[config.mk]
export PLATFORM = sky130hd
export DESIGN_NAME = instr_decoder
export DESIGN_NICKNAME = d
export VERILOG_FILES = /design/src/gpu_pkg.sv /design/src/instr_decoder.sv
export SDC_FILE = /design/constraint.sdc
export NUM_CORES = 1
export LEC_CHECK = 0
export ABC_AREA = 0
export BUFFER_PORTS_ARGS = -buffer_cell sky130_fd_sc_hd__buf_2
export CAP_MARGIN = 20
export CORE_ASPECT_RATIO = 1.25
export CORE_MARGIN = 2
export CORE_UTILIZATION = 24
export DETAILED_ROUTE_END_ITERATION = 10
export PLACE_DENSITY = 0.82
export SLEW_MARGIN = 5
export SYNTH_ARGS = -nofsm -noshare
export SYNTH_HDL_FRONTEND = slang
export SYNTH_SLANG_ARGS = --single-unit
[constraint.sdc]
create_clock -name vclk -period 0.8
set_input_delay 0.16 -clock vclk [all_inputs]
set_output_delay 0.16 -clock vclk [all_outputs]
set_load 0.03 [all_outputs]
[src/gpu_pkg.sv]
package gpu_pkg;

    // one data word on the data bus and in the register file
    typedef logic [31:0] word_t;

    // register index, four bits wide
    typedef logic [3:0] reg_addr_t;

    // r0 reads as zero
    localparam int NUM_REGS = 16;

    // 4-bit opcode, codes 12 to 14 are unused and run as nop
    typedef enum logic [3:0] {
        NOP  = 4'd0,
        ADD  = 4'd1,
        SUB  = 4'd2,
        AND  = 4'd3,
        OR   = 4'd4,
        XOR  = 4'd5,
        SLT  = 4'd6,
        ADDI = 4'd7,
        WID  = 4'd8,
        LW   = 4'd9,
        SW   = 4'd10,
        BNZ  = 4'd11,
        HALT = 4'd15
    } opcode_e;

    // fixed 32-bit instruction format
    typedef struct packed {
        opcode_e     opcode;
        reg_addr_t   rd;
        reg_addr_t   rs1;
        reg_addr_t   rs2;
        logic [15:0] imm;
    } instr_t;

    // per-warp state
    typedef enum logic [2:0] {
        WARP_IDLE  = 3'd0,
        WARP_READY = 3'd1,
        WARP_DONE  = 3'd2
    } warp_state_e;

endpackage

[src/instr_decoder.sv]
`timescale 1ns/1ps

module instr_decoder (
    input  gpu_pkg::instr_t    instr,
    output gpu_pkg::opcode_e   opcode,
    output gpu_pkg::reg_addr_t rd,
    output gpu_pkg::reg_addr_t rs1,
    output gpu_pkg::reg_addr_t rs2,
    output gpu_pkg::word_t     imm,
    output logic               reg_write,
    output logic               is_mem,
    output logic               is_load,
    output logic               is_halt,
    output logic               is_branch
);

    assign rd  = instr.rd;
    assign rs1 = instr.rs1;
    assign rs2 = instr.rs2;

    // sign extend the 16-bit immediate
    assign imm = {{16{instr.imm[15]}}, instr.imm};

    always_comb begin
        case (instr.opcode)
            gpu_pkg::ADD, gpu_pkg::SUB, gpu_pkg::AND, gpu_pkg::OR, gpu_pkg::XOR,
            gpu_pkg::SLT, gpu_pkg::ADDI, gpu_pkg::WID, gpu_pkg::LW, gpu_pkg::SW,
            gpu_pkg::BNZ, gpu_pkg::HALT: opcode = instr.opcode;
            // unused codes run as nop
            default: opcode = gpu_pkg::NOP;
        endcase
    end

    // everything up to wid writes rd, plus loads
    assign reg_write = (opcode inside {[gpu_pkg::ADD:gpu_pkg::WID]}) || (opcode == gpu_pkg::LW);
    assign is_mem    = (opcode == gpu_pkg::LW) || (opcode == gpu_pkg::SW);
    assign is_load   = (opcode == gpu_pkg::LW);
    assign is_halt   = (opcode == gpu_pkg::HALT);
    assign is_branch = (opcode == gpu_pkg::BNZ);

endmodule

Word-level counts from Yosys, hierarchy flattened
Index checks and enable logic that the tools add are counted.
{"block": "op_classes", "magnitude_cmp": 2, "eq_ne": 16, "muxes": 1, "n_reduce_logical": 4}
{"op": "$eq A4 B4 Y1 const B", "n": 9}
{"op": "$eq A4 B3 Y1 const B", "n": 4}
{"op": "$reduce_or A12 Y1", "n": 1}
{"op": "$eq A4 B2 Y1 const B", "n": 2}
{"op": "$eq A4 B1 Y1 const B", "n": 1}
{"op": "$ge A4 B1 Y1 const B", "n": 1}
{"op": "$le A4 B4 Y1 const B", "n": 1}
{"op": "$mux W4", "n": 1}
{"op": "$logic_or A1 B1 Y1", "n": 2}
{"op": "$logic_and A1 B1 Y1", "n": 1}
{"block": "word_totals", "ff_bits": 0, "in_bits": 32, "word_cells": 23}

Depth between registers and ports, before layout
{"block": "logic_depth", "ltp_word": 6, "ltp_mapped": 2, "mapped_depth_nobuf": 2}

Worst setup path before layout
Ideal clock, no wire load.
{"block": "synth_path", "path_type": "input-to-output", "start": "in instr[30] (netlist name)", "end": "out is_load", "t_arrival_ns": 1.054, "required_time_ns": 0.640, "setup_slack_ns": -0.414, "cell_stages": 2, "cell_sequence": "nand2b_1 -> nor3b_1"}
{"block": "synth_between", "elab_chain_cells": 4}
{"item": "start: declaration", "line_no": "instr_decoder.sv:4", "rtl": "input gpu_pkg::instr_t instr,"}
{"item": "$eq A4 B1 Y1, or another cell as far along", "line_no": "instr_decoder.sv:25", "rtl": "case (instr.opcode)"}
{"item": "$reduce_or A12 Y1", "line_no": "instr_decoder.sv:25"}
{"item": "$mux W4 (*)", "line_no": "instr_decoder.sv:25"}
{"item": "$eq A4 B4 Y1 (*)", "line_no": "instr_decoder.sv:37", "rtl": "assign is_load = (opcode == gpu_pkg::LW);"}
{"item": "end: declaration", "line_no": "instr_decoder.sv:12", "rtl": "output logic is_load,"}
Mark *: on every way between the ends. The rest lies on a longest branch, timed or not.

Final worst setup path
Ends and elaborated chain as after synthesis.

==> run_results.csv <==
group,metric,value,unit
outcome,outcome,"finished with violations",
outcome,violations,"setup timing",
floorplan,chipHeight,50.9,um
placed_design,portBuffers,13,
placed_design,placed_area,238,sq um
critical_path,slowest_delay,190,ps
placed_design,place_inst,48,
final_layout,design.seq.count,0,
floorplan,num_rows,16,
floorplan,ios,85,
drt,vias,210,
power,pwr-share-seq,0,%
final_layout,diodes,0,
final_layout,stdcell_area,370,sq um
final_layout,synthToLayoutAreaGrowth,-12.2,%
drt,antenna_left,0,
critical_path,end_kind,"output port",
power,powerDensity,665,nW/um^2
global_route,grt_pass1_wl,1050,um
power,pwr-share-clk,0,%
final_layout,fillers,167,
global_route,grtUsageTotal,6.12,%
floorplan,core,1600,sq um
logic_synthesis,ys_seq_area_share,0,%
power,cellLeakagePower,0.149,nW
final_layout,regArea,0,sq um
floorplan,dieWidth,41.5,um
sta,period_needed,931,ps
hold_path,min_from,"instr[0]",
power,ir_worst_vdd,0.125,mV
critical_path,startpoint_type,"primary input",
drt,vias_per_cell,4.38,
placed_design,place.gp.congestion,0.657,
logic_synthesis,post_synth.cell_area_avg,7.15,sq um
logic_synthesis,synth_nets,91,
sta,fin_crit_sh,116,%
global_route,antenna_found_initial,0,
critical_path,cp_data_required_time,640,ps
critical_path,path_max_fanout,5,
logic_synthesis,synthesis.area,422,sq um
final_layout,nNetsFinal,64,
sta,max_slew_margin,88.1,%
logic_synthesis,synth_warnings,0,
critical_path,cp.arrival,770,ps
final_layout,utilization,23.1,%
critical_path,worstSetupPathDepth,4,
global_route,overflow,0,
placed_design,dp_hpwl,483,um
placed_design,dp_slack,-226,ps
power,switching_share,50.5,%
cts,cts_hold_buf,0,
final_layout,num-clock-buffers,0,
critical_path,slowest_stage,"nor3b_4",
run,drv_cap,0,
power,netSwitchingPower,0.124,mW
drt,drc,0,
critical_path,crit_buf_inv,2,
global_route,grt_pass1_vias,190,
sta,finalSetupViolCount,8,
critical_path,endpoint,"is_load",
power,p_int,0.122,mW
hold_path,holdCritPathClass,"primary input to output port",
sta,rsz0062_at_grt,"true",
final_layout,drive_above_1_share,80.0,%
critical_path,crit_start,"instr[30]",
critical_path,path_cells,"buf_8 > nand2b_4 > nor3b_4 > buf_6",
floorplan,dieArea,2110,sq um
drt,dr.pass1.iters,2,
power,p_comb_share,100.0,%
drt,wl_per_cell,15.7,um
logic_synthesis,synth.distinct_cells,10,
critical_path,path_delay_family,"simple AND/OR/NAND/NOR gates",
final_layout,fin_cells,48,
drt,dr.first_iter.drc_count,2,
global_route,grt_max_degree,18,
sta,setup_slack,-131,ps
sta,worst_pin_slew,178,ps
sta,drv_slew,0,
final_layout,multi_input_area,176,sq um
drt,finalWirelength,753,um
logic_synthesis,synthCells,59,
critical_path,worst-setup-path-type,"primary input to output port",
sta,finalHoldViolations,0,
floorplan,start_util,26.3,%
power,finalPower,0.246,mW
sta,max_freq,1070,MHz
## layer usage
layer	vias to the layer above	wire length [um]	GRT usage, %
met4	0	6	1.61
met3	4	136	3.89
met1	94	162	4.26
met2	31	447	12.8
li1	81	-	-
met5	-	0	0
## cell type report
class                      instances  share of cell area, %
tap                               18                   6.08
timing repair buffer              15                   46.3
multi-input combinational         15                   47.6
## repair_timing
action,in CTS,in global routing
buffers inserted,0,0
resized for setup,28,6
pin swaps,4,2
setup endpoints to repair,9,9
## power by group through the flow
stage          combinational [mW]  clock (mW)  sequential [mW]
2_1_floorplan               0.514           0                0
3_3_place_gp                0.162           0                0
6_report                    0.246           0                0
5_1_grt                     0.258           0                0
3_5_place_dp                0.164           0                0
4_1_cts                     0.218           0                0
## stage by stage
stage                     hold WS [ps]  setup TNS, ps
after global placement             320          -1290
after global routing               320           -937
final                              320           -685
after detailed placement           320          -1370
after floorplan                    366           -203
after CTS                          320           -602
## logic make-up (layout without fill, tap and decap cells)
family	count (synthesis)	after routing	share of synthesized area (%)
muxes	1	1	2.37
xor gates and xnor gates	1	1	2.08
AOI/OAI and AO/OA	4	4	7.12
buffers and inverters	44	15	78.3
and+or+nand+nor	9	9	10.1
## worst min path at each step
| stage | to | slack [ps] | cells after the start |
|---|---|---|---|
| final | imm[0] | 320 | 0 |
| after detailed placement | imm[14] | 320 | 0 |
| after CTS | imm[14] | 320 | 0 |
| after floorplan | is_load | 370 | 1 |
| after global routing | rs1[1] | 320 | 0 |
| after global placement | imm[14] | 320 | 0 |
## synthesized netlist by cell type
master     n  area (sq um)
nand2_1    1          3.75
nand2_2    1          6.26
mux2i_1    1          10.0
a21boi_1   2          15.0
buf_4     44           330
xnor2_1    1          8.76
nor2_1     5          18.8
o21a_1     2          15.0
nor3b_1    1          7.51
nand2b_1   1          6.26
## layout by cell type (no fill, tap or decap)
cell,n
nor2_4,2
buf_12,2
buf_4,5
mux2i_4,1
nand2_8,1
buf_8,1
a21boi_1,1
o21a_1,2
xnor2_4,1
nand2b_4,1
nor2_1,2
nor2_2,1
a21boi_2,1
buf_6,7
nand2_1,1
nor3b_4,1
Power figures use the tool's default switching activity.
