### src/gpu_pkg.sv
package gpu_pkg;

    // one data word on the data bus and in the register file
    typedef logic [31:0] word_t;

    // register index, four bits wide
    typedef logic [3:0] reg_addr_t;

    // r0 reads as zero
    localparam int NUM_REGS = 16;

    // 4-bit opcode, codes 12 to 14 are unused and run as nop
    typedef enum logic [3:0] {
        NOP  = 4'd0,
        ADD  = 4'd1,
        SUB  = 4'd2,
        AND  = 4'd3,
        OR   = 4'd4,
        XOR  = 4'd5,
        SLT  = 4'd6,
        ADDI = 4'd7,
        WID  = 4'd8,
        LW   = 4'd9,
        SW   = 4'd10,
        BNZ  = 4'd11,
        HALT = 4'd15
    } opcode_e;

    // fixed 32-bit instruction format
    typedef struct packed {
        opcode_e     opcode;
        reg_addr_t   rd;
        reg_addr_t   rs1;
        reg_addr_t   rs2;
        logic [15:0] imm;
    } instr_t;

    // per-warp state
    typedef enum logic [2:0] {
        WARP_IDLE  = 3'd0,
        WARP_READY = 3'd1,
        WARP_DONE  = 3'd2
    } warp_state_e;

endpackage

### src/load_store_unit.sv
`timescale 1ns/1ps

module load_store_unit #(
    parameter int ADDR_WIDTH = 16
) (
    input  logic                  clk,
    input  logic                  reset,
    input  logic                  mem_start,
    input  logic                  is_load,
    input  gpu_pkg::word_t        addr,
    input  gpu_pkg::word_t        store_data,
    input  gpu_pkg::word_t        dbus_rdata,
    input  logic                  dbus_ack,
    output logic                  dbus_cyc,
    output logic                  dbus_stb,
    output logic                  dbus_we,
    output logic [ADDR_WIDTH-1:0] dbus_adr,
    output gpu_pkg::word_t        dbus_wdata,
    output logic                  mem_done,
    output gpu_pkg::word_t        load_data
);

    // one read or write per mem_start
    always_ff @(posedge clk) begin
        if (reset) begin
            dbus_cyc <= 1'b0;
            dbus_stb <= 1'b0;
            dbus_we  <= 1'b0;
            mem_done <= 1'b0;
        end else begin
            mem_done <= 1'b0;
            if (dbus_cyc && dbus_ack) begin
                // ack seen, end the cycle
                dbus_cyc <= 1'b0;
                dbus_stb <= 1'b0;
                dbus_we  <= 1'b0;
                mem_done <= 1'b1;
            end else if (mem_start) begin
                dbus_cyc <= 1'b1;
                dbus_stb <= 1'b1;
                dbus_we  <= !is_load;
            end
        end
    end

    // word address and store data, captured once per request
    always_ff @(posedge clk) begin
        if (mem_start && !dbus_cyc) begin
            dbus_adr   <= addr[ADDR_WIDTH-1:0];
            dbus_wdata <= store_data;
        end
        // read word taken on the ack edge
        if (dbus_cyc && dbus_ack && !dbus_we) begin
            load_data <= dbus_rdata;
        end
    end

endmodule

### config.mk
export PLATFORM = sky130hd
export DESIGN_NAME = load_store_unit
export DESIGN_NICKNAME = d
export VERILOG_FILES = /design/src/gpu_pkg.sv /design/src/load_store_unit.sv
export SDC_FILE = /design/constraint.sdc
export NUM_CORES = 1
export LEC_CHECK = 0
export BUFFER_PORTS_ARGS = -buffer_cell sky130_fd_sc_hd__buf_2
export CAP_MARGIN = 5
export CORE_MARGIN = 4
export CORE_UTILIZATION = 40
export DETAILED_ROUTE_END_ITERATION = 10
export GPL_TIMING_DRIVEN = 0
export PLACE_DENSITY = 0.79
export SLEW_MARGIN = 10
export SYNTH_ARGS = -nofsm -noshare
export SYNTH_HDL_FRONTEND = slang
export SYNTH_SLANG_ARGS = --single-unit
### constraint.sdc
create_clock -name clk -period 3.15 [get_ports clk]
set_input_delay 0.4725 -clock clk [delete_from_list [all_inputs] [get_ports clk]]
set_output_delay 0.4725 -clock clk [all_outputs]
set_load 0.005 [all_outputs]
Word level (Yosys, flattened, before mapping)

Cells that the tools add are included.

Bits in registers: 83
Bits of input ports: 101
Output and inout bits: 84
Word-level logic and storage cells: 14

Muxes and demuxes: 1
Reduce and logical (&&, ||, !) cells: 7

Operators with widths:

| kind               | number |
|---|---|
| logical AND 1 bit  | 3 |
| logical NOT 1 bit  | 3 |
| OR reduction 2 bit | 1 |
| two-way mux 1 bit  | 1 |

Longest topological paths before layout

Depth in word-level cells: 2
Depth in mapped cells: 2
Mapped depth without buffers: 2

Worst setup path after synthesis

Ideal clock, no wire load.

Path type: in2reg
Start point: in dbus_ack
End point: reg load_data[0] (enable)
Setup time: 0.421 ns
Arrival: 1.895 ns
Required time: 2.729 ns
Path slack: 0.834 ns
Stages on the path: 2
Path buffers: 0
Path through: nand2_1 -> nor2_1

Longest elaborated chain between the ends: 2

Ends and longest elaborated chain:

| what                           | RTL line              | RTL |
|---|---|---|
| start, declared                | load_store_unit.sv:13 | `input logic dbus_ack,` |
| logical AND 1 bit (2 in a row) | load_store_unit.sv:53 | `if (dbus_cyc && dbus_ack && !dbus_we) begin` |
| end signal, assigned           | load_store_unit.sv:54 | `load_data <= dbus_rdata;` |
| end, declared                  | load_store_unit.sv:20 | `output gpu_pkg::word_t load_data` |

Every way passes these cells.
A chain may end at the register's enable or synchronous reset.

==> summary.md <==
| Metric | Value |
|---|---|
| Result of the run | completed |
| Initial DRC count | slightly below 70 |
| Number of vias per cell after detailed routing | 4.44 |
| Smallest hold slack | 0.303 ns |
| Share of synthesized cell area in and, or, nand and nor gates | 0.00943 |
| Hold path start | addr[1] |
| Share of power burned in registers | 0.598 |
| Leakage Power | 1.56 nW |
| Total routing usage reported by global routing | 0.143 |
| XOR/XNOR Fraction of Synth Area | 0 |
| Placement row count | 28 |
| Total die area | about 7600 um2 |
| CP arrival | 1.66 ns |
| Least-Margin Pin Slew | 1.03 ns |
| Power Internal | around 1.7 mW |
| Category of the critical setup timing path | flip-flop to flip-flop |
| Cell Chain, Critical Path | and2b_2 |
| Via total after detailed routing | 1557 |
| Reg clk slew, reported paths | 0.09 ns |
| Total negative slack for setup checks | 0 ns |
| Multiplexer fraction of the synthesized cell area | 0 |
| Startpoint of the lowest-slack register-to-register path | dbus_stb$_SDFFE_PP0P_ |
| Number of remaining DRC errors | 0 |
| Die boundary width | ~87 um |
| Buf/Inv on CP | 0 |
| Synth Net Count | 193 |
| Aggregate global routing overflow | 0 |
| Largest fanout on the critical path | 48 |
| Initial Utilization | 0.418 |
| Fraction of final layout cells sized beyond drive strength 1 | 0.678 |
| Worst min-delay path category | input port to flip-flop |
| Synth warnings | 0 |
| Floorplan Core Area | approximately 6000 um2 |
| Max Clock Freq | 587 MHz |
| Cell accounting for the most synthesized area | sky130_fd_sc_hd__edfxtp_1 |
| Initial DRT Pass Iterations | 4 |
| Number of buffers on the longest clock path | 2 |
| Total CTS buffers | 9 |
| Most common cell after layout, fill and taps aside | sky130_fd_sc_hd__buf_2 |
| Number of cells produced by synthesis | 92 |
| Worst EP required | roughly 3.1 ns |
| Per-cell routed wire length | 15.4 um |
| Timing startpoint of the critical path | dbus_stb$_SDFFE_PP0P_ |
| Maximum number of pins on one net before global-route repair | between 40 and 50 |
| Worst-case vdd ir drop | between 0.0003 and 0.0004 V |
| Final count of hold timing violations | 0 |
| Initial antenna violation count | 2 |
| Total setup violations reported at the end of the flow | 0 |
| IO buf count | ~170 |
| Highest-count cells in the layout ignoring fill and taps | sky130_fd_sc_hd__buf_2 (168), sky130_fd_sc_hd__edfxtp_1 (80), sky130_fd_sc_hd__clkbuf_8 (9) |
| Cell area power density | ~590 nW/um2 |
| Top area cells in the synthesized netlist | sky130_fd_sc_hd__edfxtp_1 (95%), sky130_fd_sc_hd__dfxtp_1 (2.4%), sky130_fd_sc_hd__o211a_1 (0.40%) |
| Clock Skew | 0.0101 ns |
| Remaining antenna violation count after routing | 0 |
| Post-CTS sizing | 0 |
| Normalized max-slew margin | 0.311 |
| Post-synthesis share of cell area spent on full adders, half adders and majority gates | 0 |
| TritonCTS clock tree | done |
| Max Cap Violations | 0 |
| Share of the clock period used by the worst path | 0.541 |
| Part of the total power dissipated in the clock network | 0.337 |
| Final design utilization | 0.607 |
| Inserted Diodes | 0 |
| Synthesized area | about 2500 um2 |
| I/O pin total | 185 |
| Switching portion of total power | 0.205 |
| Number of library cell types mapped by synthesis | 9 |
| Clock sink count | 83 |
| Post-synthesis area per instance | 27.4 um2 |
| Wire length of the first global-routing pass | a little under 8 mm |
| Unrepaired setup endpoints after global routing | false |
| Latest clock arrival within the worst-skew pair | 0.34 ns |
| Highest cell delay on the worst timing path | between 0.9 and 1 ns |
| Drt total wl | 5.42 mm |
| Number of global-route vias before repair | 1598 |
| Post-layout net count | 372 |
| Register bit total from synthesis | 83 |
| Setup bufs post-CTS | 0 |
| Proportion of synthesized chip area in sequential cells | 0.977 |
| Dominant combinational cell family by area after synthesis | compound AO/OA/AOI/OAI gates |
| Slowest cell on the critical path | sky130_fd_sc_hd__and2b_2 |
| Clock root buffer master | sky130_fd_sc_hd__clkbuf_8 |
| Final period demand of the worst path | 1.70 ns |
| Post-route insts no fill | approximately 350 |
| Reported net switching power | 0.441 mW |
| Inst Count DP | about 340 |
| Type of destination of the critical path | flip-flop |
| Filler cells | 460 |
| Cts-stage hold buffer count | 0 |
| P&R area growth vs syn | 45.1% |
| Detailed placement HPWL | 4.25 mm |
| Top delay family on crit path | simple AND/OR/NAND/NOR gates |
| Die Span Y | 87.4 um |
| Top cell type's share of synthesized area | 0.953 |
| Design Power | 2.16 mW |
| Comb pwr share | 0.065 |
| Number of levels the H-tree was split into | 3 |
| Placer Congestion | 0.744 |
| Synth Area in Compound Gates | 0.0104 |
| Sort of element at the start of the critical path | flip-flop |
| Final count of pins violating max slew | 0 |
-- layout make-up --
type,instances,area (um2),area share
Clock buffer,10,128,0.0349
Timing Repair Buffer,168,841,0.230
Tap cell,75,93.8,0.0257
Multi-Input combinational cell,8,57.6,0.0157
Clock inverter,6,66.3,0.0181
Sequential cell,83,2460,0.674
Buffer,1,7.51,0.00205
-- worst paths after layout --
path	slack (ns)	endpoint	cells past startpoint
hold / removal	0.30	dbus_adr[1]$_DFFE_PP_	1
setup / recovery	1.45	dbus_adr[9]$_DFFE_PP_	1
setup reg to reg	1.45	dbus_adr[9]$_DFFE_PP_	1
hold reg to reg	0.59	dbus_stb$_SDFFE_PP0P_	1
-- state kept, by name, summed over array words and instances (netlist names) --
signal      flops
dbus_wdata     32
load_data      32
dbus_adr       16
dbus_stb        1
dbus_we         1
mem_done        1
-- cell families (layout without fill, tap and decap cells) --
| family | Yosys count | after routing |
|---|---|---|
| AOI/OAI and AO/OA | 3 | 3 |
| buffers and inverters | 1 | 185 |
| DFF | 83 | 83 |
| and+or+nand+nor | 5 | 5 |
-- stage by stage --
step,cell area [um2],setup WS [ns]
2_1_floorplan,2520,0.834
3_3_place_gp,3450,0.369
4_1_cts,3660,1.42
5_1_grt,3660,1.32
6_report,3660,1.45
3_5_place_dp,3460,1.28
-- Yosys cell counts (all sizes together) --
cell type,n
buf,1
dfxtp,3
edfxtp,80
nor2,2
nand2,2
a21oi,1
and2b,1
o21a,1
o211a,1
-- power groups by stage --
stage / clock (mW) / combinational [mW] / sequential (mW)
after floorplan: 0 / 0.0236 / 1.32
after global placement: 0 / 0.139 / 1.31
after detailed placement: 0 / 0.144 / 1.32
after CTS: 0.750 / 0.144 / 1.29
after global routing: 0.816 / 0.158 / 1.30
final: 0.727 / 0.140 / 1.29
-- layer usage --
metal,share of wire,track usage,vias up
li1,-,-,723
met1,0.34,0.153,698
met2,0.47,0.210,118
met3,0.18,0.113,14
met4,0.015,0.0558,4
met5,0.0044,0,-
(Power assumes the default switching activity.)
