==> config.mk <==
export PLATFORM = sky130hd
export DESIGN_NAME = warp_reg_file
export DESIGN_NICKNAME = d
export VERILOG_FILES = /design/src/gpu_pkg.sv /design/src/warp_reg_file.sv
export SDC_FILE = /design/constraint.sdc
export NUM_CORES = 2
export LEC_CHECK = 0
export BUFFER_PORTS_ARGS = -buffer_cell sky130_fd_sc_hd__clkbuf_2
export CAP_MARGIN = 20
export CELL_PAD_IN_SITES_DETAIL_PLACEMENT = 1
export CELL_PAD_IN_SITES_GLOBAL_PLACEMENT = 1
export CORE_ASPECT_RATIO = 1.2
export CORE_MARGIN = 3
export CORE_UTILIZATION = 35
export DETAILED_ROUTE_END_ITERATION = 7
export PLACE_DENSITY_LB_ADDON = 0.08
export SLEW_MARGIN = 5
export SYNTH_ARGS = -nofsm -noshare
export SYNTH_HDL_FRONTEND = slang
export SYNTH_SLANG_ARGS = --single-unit
==> constraint.sdc <==
create_clock -name clk -period 3.3 [get_ports clk]
set_clock_uncertainty 0.1 [all_clocks]
set_input_delay 0.33 -clock clk [delete_from_list [all_inputs] [get_ports clk]]
set_output_delay 0.33 -clock clk [all_outputs]
set_load 0.01 [all_outputs]
==> src/gpu_pkg.sv <==
package gpu_pkg;

    // one data word on the data bus and in the register file
    typedef logic [31:0] word_t;

    // register index, four bits wide
    typedef logic [3:0] reg_addr_t;

    // r0 reads as zero
    localparam int NUM_REGS = 16;

    // 4-bit opcode, codes 12 to 14 are unused and run as nop
    typedef enum logic [3:0] {
        NOP  = 4'd0,
        ADD  = 4'd1,
        SUB  = 4'd2,
        AND  = 4'd3,
        OR   = 4'd4,
        XOR  = 4'd5,
        SLT  = 4'd6,
        ADDI = 4'd7,
        WID  = 4'd8,
        LW   = 4'd9,
        SW   = 4'd10,
        BNZ  = 4'd11,
        HALT = 4'd15
    } opcode_e;

    // fixed 32-bit instruction format
    typedef struct packed {
        opcode_e     opcode;
        reg_addr_t   rd;
        reg_addr_t   rs1;
        reg_addr_t   rs2;
        logic [15:0] imm;
    } instr_t;

    // per-warp state
    typedef enum logic [2:0] {
        WARP_IDLE  = 3'd0,
        WARP_READY = 3'd1,
        WARP_DONE  = 3'd2
    } warp_state_e;

endpackage

==> src/warp_reg_file.sv <==
`timescale 1ns/1ps

module warp_reg_file #(
    parameter int WARPS = 4,
    localparam int WARP_BITS = (WARPS > 1) ? $clog2(WARPS) : 1
) (
    input  logic                 clk,
    input  logic                 reset,
    input  logic [WARP_BITS-1:0] cur_warp,
    input  gpu_pkg::reg_addr_t   rs1,
    input  gpu_pkg::reg_addr_t   rs2,
    input  gpu_pkg::reg_addr_t   rd,
    input  logic                 write_en,
    input  logic                 is_load,
    input  gpu_pkg::word_t       alu_result,
    input  gpu_pkg::word_t       load_data,
    output gpu_pkg::word_t       rs1_data,
    output gpu_pkg::word_t       rs2_data
);

    // one bank per warp
    gpu_pkg::word_t regs [WARPS][gpu_pkg::NUM_REGS];

    // r0 is cleared by reset and never written, so it reads zero
    assign rs1_data = regs[cur_warp][rs1];
    assign rs2_data = regs[cur_warp][rs2];

    always_ff @(posedge clk) begin
        if (reset) begin
            for (int w = 0; w < WARPS; w++) begin
                for (int r = 0; r < gpu_pkg::NUM_REGS; r++) begin
                    regs[w][r] <= '0;
                end
            end
        end else if (write_en && rd != '0) begin
            // loads write back the bus word, the rest the alu
            regs[cur_warp][rd] <= is_load ? load_data : alu_result;
        end
    end

endmodule

* After elaboration in Yosys (flattened, before gate mapping) *
Memories as Yosys holds them, arrays and structs flattened.
Index checks and enable logic that the tools add are counted.

word-level totals
  register bits after elaboration = 0
  bits of input ports = 82
  bits in writable memories = 2048
  output and inout bits = 64
  word-level logic and storage cells = 29
  memories kept = 1

memory list
  name  words  width  read ports  clocked after Yosys merged registers in  wr ports  RTL line             source
  regs  4      512    1           0                                        4         warp_reg_file.sv:22  gpu_pkg::word_t regs [WARPS][gpu_pkg::NUM_REGS];

operators by class
  reduce and logical (&&, ||, !) cells = 4
  bitwise operators = 3
  magnitude comparators = 4
  muxes and demuxes = 17

operators with widths
  kind                  number
  $mux W512             3
  $reduce_or A512 Y1    1
  $bmux W32 S4          2
  $mux W32              6
  $demux W32 S4         1
  $ge A5 B5 Y1 const B  3
  $not A4 Y5            3
  $lt A5 B1 Y1 const B  1
  $mux W1               4
  $reduce_bool A4 Y1    1
  $logic_and A1 B1 Y1   2
  $mux W2               1

* Longest topological paths before layout *
  depth after elaboration = 8
  depth in mapped cells = 11
  depth with buffers taken out = 5

* Least setup slack after synthesis *
OpenSTA, ideal clock, no wires.

  path kind = input -> register
  from = in cur_warp[0]
  to = mem regs[0][100] (netlist name) (enable)
  arrival = 2.491 ns
  data required time = 2.806 ns
  stages = 9
  setup slack = 0.315 ns
  setup time = 0.394 ns
  buffers on the path = 6
  cell sequence = buf_6 -> buf_6 -> buf_6 -> buf_4 -> buf_4 -> nor2_2 -> buf_2 -> nand2_1 -> nand2b_1

RTL lines
  item             RTL line             source
  start, declared  warp_reg_file.sv:9   input logic [WARP_BITS-1:0] cur_warp,
  end, declared    warp_reg_file.sv:22

* Worst setup path in the final report *
  from = mem regs[0][247] (netlist name)
  to = out rs1_data[23]

between the ends
  word-level cells in the longest chain between the ends = 4

ends and longest elaborated chain
  item                                          RTL line             source
  $mem_v2 Z4 W512                               n/a
  $bmux W32 S4                                  warp_reg_file.sv:25  assign rs1_data = regs[cur_warp][rs1];
  $mux W32 (implied by the code) (2 in series)  warp_reg_file.sv:25
  end, declared                                 warp_reg_file.sv:17  output gpu_pkg::word_t rs1_data,

Every way passes these cells. The select of a mux whose other input is x is not followed.

==> flow_metrics.py <==
metrics = {
    "synth": {
        "synth_sequential_area_ratio": 0.6664,
        "synth_top_cell_by_area": "sky130_fd_sc_hd__edfxtp_1",
        "synth_commonest_cells": "sky130_fd_sc_hd__edfxtp_1, sky130_fd_sc_hd__nor2_1, sky130_fd_sc_hd__mux4_2",
        "post_synth.cell_area_avg_um2": 14.50,
        "synth.most_common_cell": "sky130_fd_sc_hd__edfxtp_1",
        "synth_seq_cells": 2048,
        "syn-instance-count": 6365,
        "synthArstFlopShare": 0,
        "yosys_warning_count": 0,
        "ys_dominant_reg_cell": "sky130_fd_sc_hd__edfxtp_1",
        "synthSimpleGateAreaFrac": 0.09805,
        "largest_family_of_logic_cells_by_synthesized_area": "multiplexers",
        "synth.top_cell.area_share": 0.6664,
        "synth-edff-count": 2048,
        "post_synth_num_cell_types": 56,
        "synthXorXnorAreaFrac": 0,
        "post_synth_main_area_contributors": "sky130_fd_sc_hd__edfxtp_1, sky130_fd_sc_hd__mux4_2, sky130_fd_sc_hd__nor2_1, sky130_fd_sc_hd__a22oi_1, sky130_fd_sc_hd__clkbuf_1",
        "synthMuxAreaShare": 0.1515,
        "synth-compound-area-share": 0.05342,
        "synthesis.area_mm2": 0.09229,
        "synth_fa_ha_area_frac": 0,
    },
    "clock_network": {
        "tritoncts_clock_tree": "done",
        "cts.reportedPaths.clkPinSlew_ns": 0.06,
        "clock_sinks": 2048,
        "deepest_clock_path_buffer_count": 4,
        "clock_root_cell": "sky130_fd_sc_hd__clkbuf_16",
        "clock_buffers_created_by_tritoncts": 225,
        "clock_tree.htree_level_count": 4,
    },
    "placed_design": {
        "place_ws_ns": -0.6238,
        "post_dp_cell_area_mm2": 0.1034,
        "globalplace.congestion": 0.8507,
        "numPlacedInstances": 10030,
        "hpwl_mm": 244.9,
        "port_buffers": 145,
    },
    "global_routing": {
        "first_global_vias": 63010,
        "grtUsageTotal": 0.2690,
        "grt_max_degree": 79,
        "grt_antenna_before_repair": 5,
        "grt_first_pass_wirelength_mm": 510.0,
        "grt_remaining_overflow": 0,
    },
    "power": {
        "power.ir.vdd_worst_v": 0.0004413,
        "power.leakage_nw": 37.70,
        "power-per-cell-area_mw_per_mm2": 556.5,
        "fin_total_pwr_mw": 62.62,
    },
    "worst_setup_path": {
        "critPathArrivalTime_ns": 3.27,
        "setup.worst_path.class": "reg2out",
        "critical-path-max-stage-delay_ns": 0.51,
        "end_kind": "primary output",
        "critical_path_fanout_max": 2,
        "critPathRequiredTime_ns": 2.87,
        "worst_path_max_delay_cell": "sky130_fd_sc_hd__mux4_2",
        "critPathLaunchType": "flip-flop",
        "crit_chain": "mux4_2, a22o_4, a221oi_4, buf_4, o22ai_4, or3_4, buf_8",
    },
    "timing": {
        "hold_violations": 0,
        "timing.hold.ws_ns": 0.06637,
        "worst_path_setup_slack_after_routing_ns": -0.4003,
        "timing.final.crit_period_ns": 3.700,
        "max_slew.worst_pin.slew_ns": 0.9412,
        "setup_viol": 41,
        "layout_worst_path_cycle_share": 1.121,
        "relSlewSlack": 0.3725,
        "tns_ns": -8.153,
        "fmax_mhz": 270.3,
        "grt_setup_unrepaired": "yes",
        "final_max_slew_violation_count": 0,
    },
    "routing": {
        "ant_nets": 0,
        "drcViolationCount": 0,
        "wire_per_inst_um": 34.93,
        "routed_wl_mm": 366.5,
        "num_vias": 60930,
        "initialDrtViolationCount": 6914,
        "drt_first_pass_iters": 7,
        "vias_per_cell": 5.808,
    },
    "final_layout": {
        "filler_cell_count": 25940,
        "largest_register_ffs": 2048,
        "largestRegisters": "regs x2048",
        "nets": 6984,
        "postLayoutCellArea_mm2": 0.1125,
        "area_delta_synth_final_pct": 21.94,
        "finish.cell_count_without_fillers": 10490,
        "post_route_cells_drive_above_1_share": 0.2844,
        "register_with_the_most_flip_flops": "regs",
        "finish.utilization": 0.4310,
    },
    "floorplan": {
        "die_w_um": 474.8,
        "floorplan.die.height_um": 568.5,
        "placeableCoreArea_mm2": 0.2611,
        "ios": 146,
        "num_rows": 205,
        "die_area_mm2": 0.2699,
        "floorplan.initialDensity": 0.3534,
    },
    "min_path": {
        "worst_hold_path_type": "in2reg",
    },
    "job": {
        "max-cap-violations": 0,
    },
    "run_status": {
        "outcome": "finished, violations left",
        "violations": "setup timing",
    },
}
==> critical path, delay by kind of cell, from the launching register on <==
kind                   cells  cell delay, ns
muxes                      1            0.51
buffers and inverters      2            0.34
DFF                        1            0.40
AOI/OAI and AO/OA          3            0.70
and+or+nand+nor            1            0.44
==> placed cells by master (no fill, tap or decap), types with 14 or more instances in the layout <==
cell type                       netlist  routed
sky130_fd_sc_hd__a21oi_1            140     101
sky130_fd_sc_hd__a21oi_2              0      21
sky130_fd_sc_hd__a21oi_4              0      18
sky130_fd_sc_hd__a221oi_2            14      21
sky130_fd_sc_hd__a22o_1              38      33
sky130_fd_sc_hd__a22oi_1            273     199
sky130_fd_sc_hd__a22oi_2              0      74
sky130_fd_sc_hd__buf_12               0     236
sky130_fd_sc_hd__buf_4               29     395
sky130_fd_sc_hd__buf_6               14      30
sky130_fd_sc_hd__clkbuf_1           513      56
sky130_fd_sc_hd__clkbuf_16            0     229
sky130_fd_sc_hd__clkbuf_2             0     113
sky130_fd_sc_hd__clkinv_1             0      55
sky130_fd_sc_hd__clkinv_2             0      36
sky130_fd_sc_hd__conb_1               1     128
sky130_fd_sc_hd__dlygate4sd3_1        0      63
sky130_fd_sc_hd__edfxtp_1          2048    2048
sky130_fd_sc_hd__mux2i_1            106      74
sky130_fd_sc_hd__mux2i_4              0      32
sky130_fd_sc_hd__mux4_2             570     570
sky130_fd_sc_hd__nand2_1             89      75
sky130_fd_sc_hd__nand2_2              0      14
sky130_fd_sc_hd__nand2b_1            76      16
sky130_fd_sc_hd__nand2b_2             0      60
sky130_fd_sc_hd__nand3_1             28      28
sky130_fd_sc_hd__nor2_1            1972    1968
sky130_fd_sc_hd__o21ai_0             31      23
sky130_fd_sc_hd__o221ai_1            16      16
sky130_fd_sc_hd__o22ai_1             99      74
sky130_fd_sc_hd__o22ai_2              0      15
sky130_fd_sc_hd__or3_4                0      15
sky130_fd_sc_hd__or4_4                0      22
==> path summary, 6_finish.rpt <==
| check | from | end | slack (ns) | cells past startpoint |
|---|---|---|---|---|
| worst max-delay path | regs[0][247] | rs1_data[23] | -0.40 | 7 |
| worst min-delay path | alu_result[12] | regs[2][12] | 0.07 | 4 |
==> repair_timing <==
item	4_1_cts	5_1_grt
setup buffers	7	10
hold buffers	63	0
setup endpoints to repair	60	55
gates resized for setup	255	82
pin swaps	102	50
hold endpoints to repair	1764	0
gates cloned	1	0
==> report_power, final <==
group / leakage [nW] / internal, mW / total, mW / switching, mW
sequential: 19.5 / 30.0 / 30.4 / 0.445
combinational: 14.9 / 3.18 / 8.08 / 4.90
clock: 3.31 / 13.6 / 24.1 / 10.5
==> cells by family after synthesis <==
family                 after synthesis
AOI/OAI and AO/OA                  694
muxes                              683
other                                1
and+or+nand+nor                   2270
DFF                               2048
buffers and inverters              669
==> per-layer routing <==
| layer | up-vias | track usage | wire (um) | part of all wire |
|---|---|---|---|---|
| met5 | - | 0 | 0 | 0 |
| met4 | 0 | 0.07143 | 9777 | 0.027 |
| met3 | 446 | 0.03306 | 21140 | 0.058 |
| met2 | 2142 | 0.4618 | 185700 | 0.51 |
| met1 | 33330 | 0.3605 | 149800 | 0.41 |
| li1 | 25020 | - | - | - |
==> final cells by class <==
| type | count | area, um^2 | share of cell area |
|---|---|---|---|
| antenna | 6 | 15.01 | 0.0001334 |
| clock buffer | 284 | 5916 | 0.05257 |
| clock inverter | 111 | 843.3 | 0.007494 |
| inverter | 1 | 3.754 | 0.00003336 |
| multi-input combinational | 3775 | 30500 | 0.2710 |
| sequential | 2048 | 61500 | 0.5465 |
| tap | 3415 | 4273 | 0.03797 |
| timing repair buffer | 851 | 9483 | 0.08427 |
No activity file was read; power rests on OpenSTA's default activity.
