File: src/gpu_pkg.sv
package gpu_pkg;

    // one data word on the data bus and in the register file
    typedef logic [31:0] word_t;

    // register index, four bits wide
    typedef logic [3:0] reg_addr_t;

    // r0 reads as zero
    localparam int NUM_REGS = 16;

    // 4-bit opcode, codes 12 to 14 are unused and run as nop
    typedef enum logic [3:0] {
        NOP  = 4'd0,
        ADD  = 4'd1,
        SUB  = 4'd2,
        AND  = 4'd3,
        OR   = 4'd4,
        XOR  = 4'd5,
        SLT  = 4'd6,
        ADDI = 4'd7,
        WID  = 4'd8,
        LW   = 4'd9,
        SW   = 4'd10,
        BNZ  = 4'd11,
        HALT = 4'd15
    } opcode_e;

    // fixed 32-bit instruction format
    typedef struct packed {
        opcode_e     opcode;
        reg_addr_t   rd;
        reg_addr_t   rs1;
        reg_addr_t   rs2;
        logic [15:0] imm;
    } instr_t;

    // per-warp state
    typedef enum logic [2:0] {
        WARP_IDLE  = 3'd0,
        WARP_READY = 3'd1,
        WARP_DONE  = 3'd2
    } warp_state_e;

endpackage

File: src/scalar_alu.sv
`timescale 1ns/1ps

module scalar_alu #(
    parameter int WARPS = 4,
    localparam int WARP_BITS = (WARPS > 1) ? $clog2(WARPS) : 1
) (
    input  gpu_pkg::opcode_e     opcode,
    input  gpu_pkg::word_t       rs1_data,
    input  gpu_pkg::word_t       rs2_data,
    input  gpu_pkg::word_t       imm,
    input  logic [WARP_BITS-1:0] cur_warp,
    output gpu_pkg::word_t       alu_result,
    output logic                 branch_taken
);

    always_comb begin
        case (opcode)
            gpu_pkg::ADD: alu_result = rs1_data + rs2_data;
            gpu_pkg::SUB: alu_result = rs1_data - rs2_data;
            gpu_pkg::AND: alu_result = rs1_data & rs2_data;
            gpu_pkg::OR:  alu_result = rs1_data | rs2_data;
            gpu_pkg::XOR: alu_result = rs1_data ^ rs2_data;
            // signed compare, 1 or 0
            gpu_pkg::SLT: alu_result = ($signed(rs1_data) < $signed(rs2_data)) ? 32'd1 : 32'd0;
            // addi result, also the effective address of lw and sw
            gpu_pkg::ADDI, gpu_pkg::LW, gpu_pkg::SW: alu_result = rs1_data + imm;
            gpu_pkg::WID: alu_result = gpu_pkg::word_t'(cur_warp);
            default: alu_result = '0;
        endcase
    end

    // bnz tests rs1 only
    assign branch_taken = (opcode == gpu_pkg::BNZ) && (rs1_data != '0);

endmodule

File: config.mk
export PLATFORM = sky130hd
export DESIGN_NAME = scalar_alu
export DESIGN_NICKNAME = d
export VERILOG_FILES = /design/src/gpu_pkg.sv /design/src/scalar_alu.sv
export SDC_FILE = /design/constraint.sdc
export NUM_CORES = 1
export LEC_CHECK = 0
export ABC_CLOCK_PERIOD_IN_PS = 4400
export BUFFER_PORTS_ARGS = -buffer_cell sky130_fd_sc_hd__clkbuf_2
export CORE_MARGIN = 2
export CORE_UTILIZATION = 52
export DETAILED_ROUTE_END_ITERATION = 12
export PLACE_DENSITY = 0.8
export SYNTH_ARGS = -nofsm -noshare
export SYNTH_HDL_FRONTEND = slang
export SYNTH_SLANG_ARGS = --single-unit
File: constraint.sdc
create_clock -name vclk -period 4.4
set_clock_uncertainty 0.1 [all_clocks]
set_input_delay 0.44 -clock vclk [all_inputs]
set_output_delay 0.44 -clock vclk [all_outputs]
set_load 0.02 [all_outputs]
Word-level counts from Yosys, hierarchy flattened
Index checks and enable logic that the tools add are counted.
{"block": "op_classes", "addsub": 3, "n_lt_le_gt_ge": 1, "n_eq_ne": 11, "mux": 2, "n_bitwise": 3, "reduce_logical": 3}
{"cell": "32-bit one-hot mux with 8 select lines", "count": 1}
{"cell": "32-bit adder", "count": 2}
{"cell": "32-bit AND", "count": 1}
{"cell": "32-bit < comparator", "count": 1}
{"cell": "32-bit bitwise OR", "count": 1}
{"cell": "32-bit nonzero test", "count": 1}
{"cell": "32-bit subtractor", "count": 1}
{"cell": "32-bit bitwise XOR", "count": 1}
{"cell": "4-bit by 3-bit == test with 1-bit output (second input constant)", "count": 4}
{"cell": "4-bit == test (second input constant)", "count": 4}
{"cell": "4-bit by 2-bit == test with 1-bit output (second input constant)", "count": 2}
{"cell": "4-bit by 1-bit == test with 1-bit output (second input constant)", "count": 1}
{"cell": "3-bit OR reduction", "count": 1}
{"cell": "1-bit logical AND", "count": 1}
{"cell": "1-bit 2-to-1 mux", "count": 1}
{"block": "word_totals", "ff_bits": 0, "inputBits": 102, "output_inout_bits": 33, "elab_cells": 23}

Depth between registers and ports, before layout
Gate-level depths: netlist of the first run.
{"block": "logic_depth", "ltp_word": 3, "ltp_mapped": 19, "depth_no_buf": 18}

Least setup slack after synthesis of the first run
Ideal clock, no wire load.
{"block": "synth_path", "path_kind": "in2out", "startpoint": "input opcode[0]", "endpoint": "output alu_result[26]", "arrival_ns": 4.074, "t_required_ns": 3.860, "setup_slack_ns": -0.214, "stages": 19, "n_path_buf": 3, "cell_sequence": "clkbuf_1 > nand2b_1 > clkbuf_1 > o2bb2ai_1 > clkbuf_1 > nand2_1 > o21ai_0 > ha_1 > inv_1 > fa_1 > nand2b_1 > a21oi_1 > nor2_1 > o21ai_1 > a31oi_1 > o21ai_1 > a21oi_1 > xor2_1 > o211ai_1"}
{"block": "synth_between", "elab_chain_cells": 3, "elab_cells_between_ends": 12, "cone_classes": "eq/ne: 10; mux: 1; reduce/logical: 1"}
{"element": "start, declared", "line_no": "scalar_alu.sv:7", "rtl": "input gpu_pkg::opcode_e opcode,"}
{"element": "4-bit by 3-bit == test with 1-bit output or 4-bit == test (tied branches)", "line_no": "scalar_alu.sv:17", "rtl": "case (opcode)"}
{"element": "3-bit OR reduction", "line_no": "scalar_alu.sv:17"}
{"element": "32-bit one-hot mux with 8 select lines (*)", "line_no": "scalar_alu.sv:17"}
{"element": "end, declared", "line_no": "scalar_alu.sv:12", "rtl": "output gpu_pkg::word_t alu_result,"}
Mark *: on every way between the ends. The rest lies on a longest branch, timed or not.

Worst setup path after layout of the first run
{"block": "layout_path", "startpoint": "input opcode[3]", "endpoint": "output alu_result[27]"}
The elaborated chain is that of the path after synthesis.

==> flow_metrics.env, run 1 <==
export IMPL_outcome="complete, no violations"
export IMPL_cp_endpoint="alu_result[27]"
export IMPL_grt_pass1_wl_mm=32.5
export IMPL_power_mw=1.14
export IMPL_worstPathRequired_ns=3.86
export IMPL_nClkBuffers=0
export IMPL_wl_per_cell_um=18.4
export IMPL_rows=38
export IMPL_globalplace_congestion=1.01
export IMPL_drive_gt1_share_pct=25.1
export IMPL_grt_antenna_before_repair=0
export IMPL_post_route_period_util_pct=98.4
export IMPL_vdd_drop_max_mv=0.0981
export IMPL_drc=0
export IMPL_p_leak_nw=3.66
export IMPL_drt_wl_total_mm=21.6
export IMPL_dieHeight_um=109
export IMPL_final_nets=1274
export IMPL_worst_path_buf_inv=4
export IMPL_die_area_um2=12000
export IMPL_vias=7360
export IMPL_ys_top_cells_by_count="ha_1, inv_1, nand2_1, o21ai_0, nor2_1"
export IMPL_first_iter_violations=624
export IMPL_syn_inst=872
export IMPL_avgSynthCellArea_um2=6.62
export IMPL_ys_warn_count=0
export IMPL_hp_class="input pin to output pin"
export IMPL_route_layer_met1_wl_mm=9.11
export IMPL_hpwl_mm=16.4
export IMPL_dr_wl_met2_mm=9.82
export IMPL_hold_viol_final=0
export IMPL_regArea_um2=0
export IMPL_pin_count=135
export IMPL_synth_top_cell_by_area="ha_1"
export IMPL_grt_max_degree=32
export IMPL_holdCritStartpoint="rs2_data[15]"
export IMPL_report_final_slew_viol_count=0
export IMPL_design_seq_count=0
export IMPL_cellPowerDensity_nw_per_um2=156
export IMPL_synth_top_cell_area_share_pct=28.6
export IMPL_rsz0062_at_grt="true"
export IMPL_worst_pin_slew_ns=0.958
export IMPL_crit_slowest_cell="or4_4"
export IMPL_critPathLaunchType="input pin"
export IMPL_setup_viol=0
export IMPL_holdBufCountCts=0
export IMPL_ant_nets=0
export IMPL_crit_start="opcode[3]"
export IMPL_final_area_um2=7320
export IMPL_setup_tns_ns=0
export IMPL_cpPeakStageDelay_ns=0.55
export IMPL_grt_pass1_vias=6611
export IMPL_fin_hold_ws_ns=1.28
export IMPL_path_cells="clkbuf_2 > nor2b_4 > nand2_2 > o21ai_4 > buf_6 > o2bb2ai_4 > buf_6 > nand2_1 > o21ai_2 > ha_1 > nand2_2 > o21a_1 > nor2_1 > a211oi_2 > o22ai_4 > or4_4 > a31oi_2 > a311oi_1 > o31ai_1 > buf_2"
export IMPL_ys_seq_area_share_pct=0
export IMPL_fill_cells=963
export IMPL_max_slew_margin_pct=36.2
export IMPL_period_needed_ns=4.33
export IMPL_placed_area_um2=6910
export IMPL_fmax_mhz=231
export IMPL_overflow=0
export IMPL_synth_fp_nets=1108
export IMPL_path_class="input pin to output pin"
export IMPL_syn_cell_area_um2=5770
export IMPL_routed_top_layer="met4"
export IMPL_dr_wl_met3_mm=1.89
export IMPL_end_kind="output pin"
export IMPL_core_area_um2=10800
export IMPL_portBuffers=135
export IMPL_diodes=0
export IMPL_syn2layout_area_growth_pct=26.8
export IMPL_synth_cell_types=64
export IMPL_critPathArrivalTime_ns=3.79
export IMPL_via_per_inst=6.26
export IMPL_final_util_pct=67.5
export IMPL_dr_pass1_iters=5
export IMPL_initial_core_util_pct=53.3
export IMPL_drv_cap=0
export IMPL_cp_top_family="compound AO/OA/AOI/OAI gates"
export IMPL_synth_most_common_cell="ha_1"
export IMPL_cp_depth=20
export IMPL_synth_area_top_cells="ha_1, o21ai_0, a21oi_1, inv_1, nand2_1"
export IMPL_crit_fanout=7
export IMPL_track_usage_pct=33.9
export IMPL_die_w_um=109
## routing by layer
layer | global-route usage (%) | vias up
met5 | 0 | -
met4 | 11.7 | 0
met3 | 2.90 | 63
met2 | 56.7 | 414
met1 | 45.5 | 3374
li1 | - | 3509
## tightest hold or removal path, cell delays in order
cell and delay, ns:
clkbuf_2 0.09, ha_1 0.13, a21oi_1 0.05, nand3_1 0.07
clkbuf_2 0.16
## stage by stage
step	cells	setup WS [ns]
global placement	1161	-0.174
CTS	1166	-0.0146
floorplan	872	0.000670
finish	1176	0.0719
detailed placement	1161	-0.238
global route	1176	-0.0655
## cell type report
cell class / instances / area, µm² / area share [%]
Timing Repair Buffer: 203 / 1250 / 17.1
Multi-Input combinational cell: 740 / 5540 / 75.7
Tap cell: 140 / 175 / 2.39
Inverter: 93 / 349 / 4.77
## logic make-up (layout without fill, tap and decap cells)
logic type | count (synthesis) | count (layout) | share of synthesized area (%)
adder cells (fa/ha/maj) | 134 | 134 | 29.3
AO/OA/AOI/OAI | 315 | 317 | 36.0
XOR/XNOR | 35 | 35 | 5.31
buffers and inverters | 134 | 296 | 8.80
AND/OR/NAND/NOR | 252 | 252 | 20.2
multiplexers | 2 | 2 | 0.347
## cells in the final DEF (no fill, tap or decap), types with 14 or more instances in the layout
master	instances
buf_4	64
o21ai_0	60
nand2_1	85
a21o_1	14
nor2_1	69
nor3_1	23
a221oi_1	16
inv_1	90
a21oi_1	59
clkbuf_2	127
ha_1	129
o221ai_1	15
o21ai_1	23
xnor2_1	22
## worst min-delay path by stage
stage / endpoint / cells after the start
finish: alu_result[15] / 5
global route: alu_result[15] / 5
floorplan: alu_result[0] / 3
global placement: branch_taken / 4
CTS: alu_result[15] / 5
detailed placement: branch_taken / 4
## what timing repair did
| item | 4_1_cts | 5_1_grt |
|---|---|---|
| endpoints found under the hold margin | 0 | 0 |
| cloned | 2 | 1 |
| pin swaps | 3 | 14 |
| setup buffers | 3 | 9 |
| resized for setup | 14 | 59 |
| setup endpoints to repair | 15 | 20 |
## report_power, final
group	switching [mW]	total [mW]	internal, mW
logic	0.681	1.14	0.461
clock network	0	0	0
registers	0	0	0
Note: power is estimated with default switching activity, not from simulation.
==> inputs of run 2 (changes only) <==
ABC_CLOCK_PERIOD_IN_PS = 5400   (was 4400)
CORE_MARGIN = not set   (was 2)
CORE_UTILIZATION = 60   (was 52)
PLACE_DENSITY = 0.87   (was 0.8)
clock period = 5.4 ns   (was 4.4 ns; I/O delays follow)
==> run 2 against run 1 <==
Against the previous run: worst hold slack better by 0.21 ns; clock-buffer cell count unchanged; sequential share of layout area unchanged; final cell count fell by 6.1%; critical path type unchanged; combinational power is 29% lower; power down 29%; global-route usage rose by 3.6 points; wire length shrank 11%; final area is 10% lower.
==> flow_metrics.env, run 2 (same netlist as run 1, synthesis figures left out) <==
export IMPL_die_area_um2=10000
export IMPL_crit_slowest_cell="a31oi_1"
export IMPL_cellPowerDensity_nw_per_um2=123
export IMPL_syn2layout_area_growth_pct=13.7
export IMPL_regArea_um2=0
export IMPL_vdd_drop_max_mv=0.0667
export IMPL_path_class="input pin to output pin"
export IMPL_fin_hold_ws_ns=1.49
export IMPL_wl_per_cell_um=17.4
export IMPL_drive_gt1_share_pct=16.6
export IMPL_crit_fanout=23
export IMPL_globalplace_congestion=1.11
export IMPL_dr_pass1_iters=6
export IMPL_final_common_cell="clkbuf_2"
export IMPL_hp_class="input pin to output pin"
export IMPL_setup_viol=0
export IMPL_pin_count=135
export IMPL_hpwl_mm=15.3
export IMPL_ctsResizeCount=0
export IMPL_grt_pass1_wl_mm=30.6
export IMPL_critPathArrivalTime_ns=4.47
export IMPL_drv_cap=0
export IMPL_ant_nets=0
export IMPL_p_leak_nw=3.29
export IMPL_holdBufCountCts=0
export IMPL_grt_antenna_before_repair=0
export IMPL_dieHeight_um=100
export IMPL_report_final_slew_viol_count=0
export IMPL_postCtsSetupRepairBufs=0
export IMPL_max_slew_margin_pct=30.5
export IMPL_rows=35
export IMPL_finalNonFillerCells=1104
export IMPL_final_cell_mix="clkbuf_2, ha_1, inv_1"
export IMPL_core_area_um2=9280
export IMPL_dp_cells=1104
export IMPL_cpPeakStageDelay_ns=0.46
export IMPL_nClkBuffers=0
export IMPL_grt_pass1_vias=6516
export IMPL_final_nets=1213
export IMPL_overflow=0
export IMPL_holdCritStartpoint="rs2_data[15]"
export IMPL_worst_pin_slew_ns=1.04
export IMPL_initial_core_util_pct=62.2
export IMPL_vias=7013
export IMPL_fmax_mhz=196
export IMPL_first_iter_violations=575
export IMPL_hold_path_end="alu_result[15]"
export IMPL_hold_viol_final=0
export IMPL_grt_max_degree=32
export IMPL_end_kind="output pin"
export IMPL_diodes=0
export IMPL_post_route_period_util_pct=94.6
export IMPL_track_usage_pct=37.5
export IMPL_outcome="complete, no violations"
export IMPL_drt_wl_total_mm=19.2
export IMPL_setup_tns_ns=0
export IMPL_period_needed_ns=5.11
export IMPL_worstPathRequired_ns=4.76
export IMPL_design_seq_count=0
export IMPL_drc=0
export IMPL_die_w_um=100
export IMPL_hold_depth=5
export IMPL_rsz0062_at_grt="false"
export IMPL_portBuffers=135
export IMPL_path_cells="clkbuf_2 > nor2b_1 > nand2_1 > o21ai_1 > o2bb2ai_4 > buf_4 > nand2_1 > o21ai_0 > ha_1 > o21a_1 > o211ai_1 > or3_1 > o21ai_1 > a31oi_1 > o21ai_1 > xor2_1 > a221oi_1 > nand2_1 > clkbuf_2"
export IMPL_via_per_inst=6.35
export IMPL_critPathLaunchType="input pin"
==> run 2: stage by stage <==
step | utilization, % | cell area [µm²] | worst slack, ns | power, mW
final | 70.7 | 6560 | 0.291 | 0.807
after global routing | 70.7 | 6560 | 0.0345 | 0.879
after CTS | 70.6 | 6560 | 0.291 | 0.785
after detailed placement | 70.6 | 6560 | 0.331 | 0.780
after global placement | 70.6 | 6560 | 0.417 | 0.772
after floorplan | - | 5770 | 0.586 | 0.547
==> run 2: layout make-up <==
cell class / instances / area [µm²]
multi-input cells: 738 / 5310
repair buffers: 144 / 743
well taps: 129 / 161
fillers: 851 / 2720
inverters: 93 / 349
==> run 2: how the worst max path moves through the flow <==
stage,start,to,slack (ns),cells past startpoint
floorplan,opcode[0],alu_result[26],0.59,19
global placement,opcode[2],alu_result[29],0.42,15
detailed placement,opcode[2],alu_result[29],0.33,16
CTS,opcode[2],alu_result[29],0.29,16
global route,opcode[2],alu_result[22],0.03,18
finish,opcode[2],alu_result[22],0.29,19
==> run 2: routing by layer <==
layer,track usage [%],vias to the layer above,wire length [µm]
met2,63.4,412,8600
met3,6.20,77,2050
met5,0,-,0
li1,-,3390,-
met1,47.7,3134,7780
met4,14.3,0,763
==> run 2: power by group <==
group | internal [mW] | leakage, nW | switching [mW]
Combinational | 0.304 | 3.29 | 0.502
Sequential | 0 | 0 | 0
Clock | 0 | 0 | 0
==> run 2: worst max-delay path: cells and delay by family <==
family / cells / cell delay (ns)
fa+ha+maj: 1 / 0.32
compound gates: 9 / 1.99
xor+xnor: 1 / 0.20
buf+inv: 3 / 0.64
simple gates: 5 / 0.76
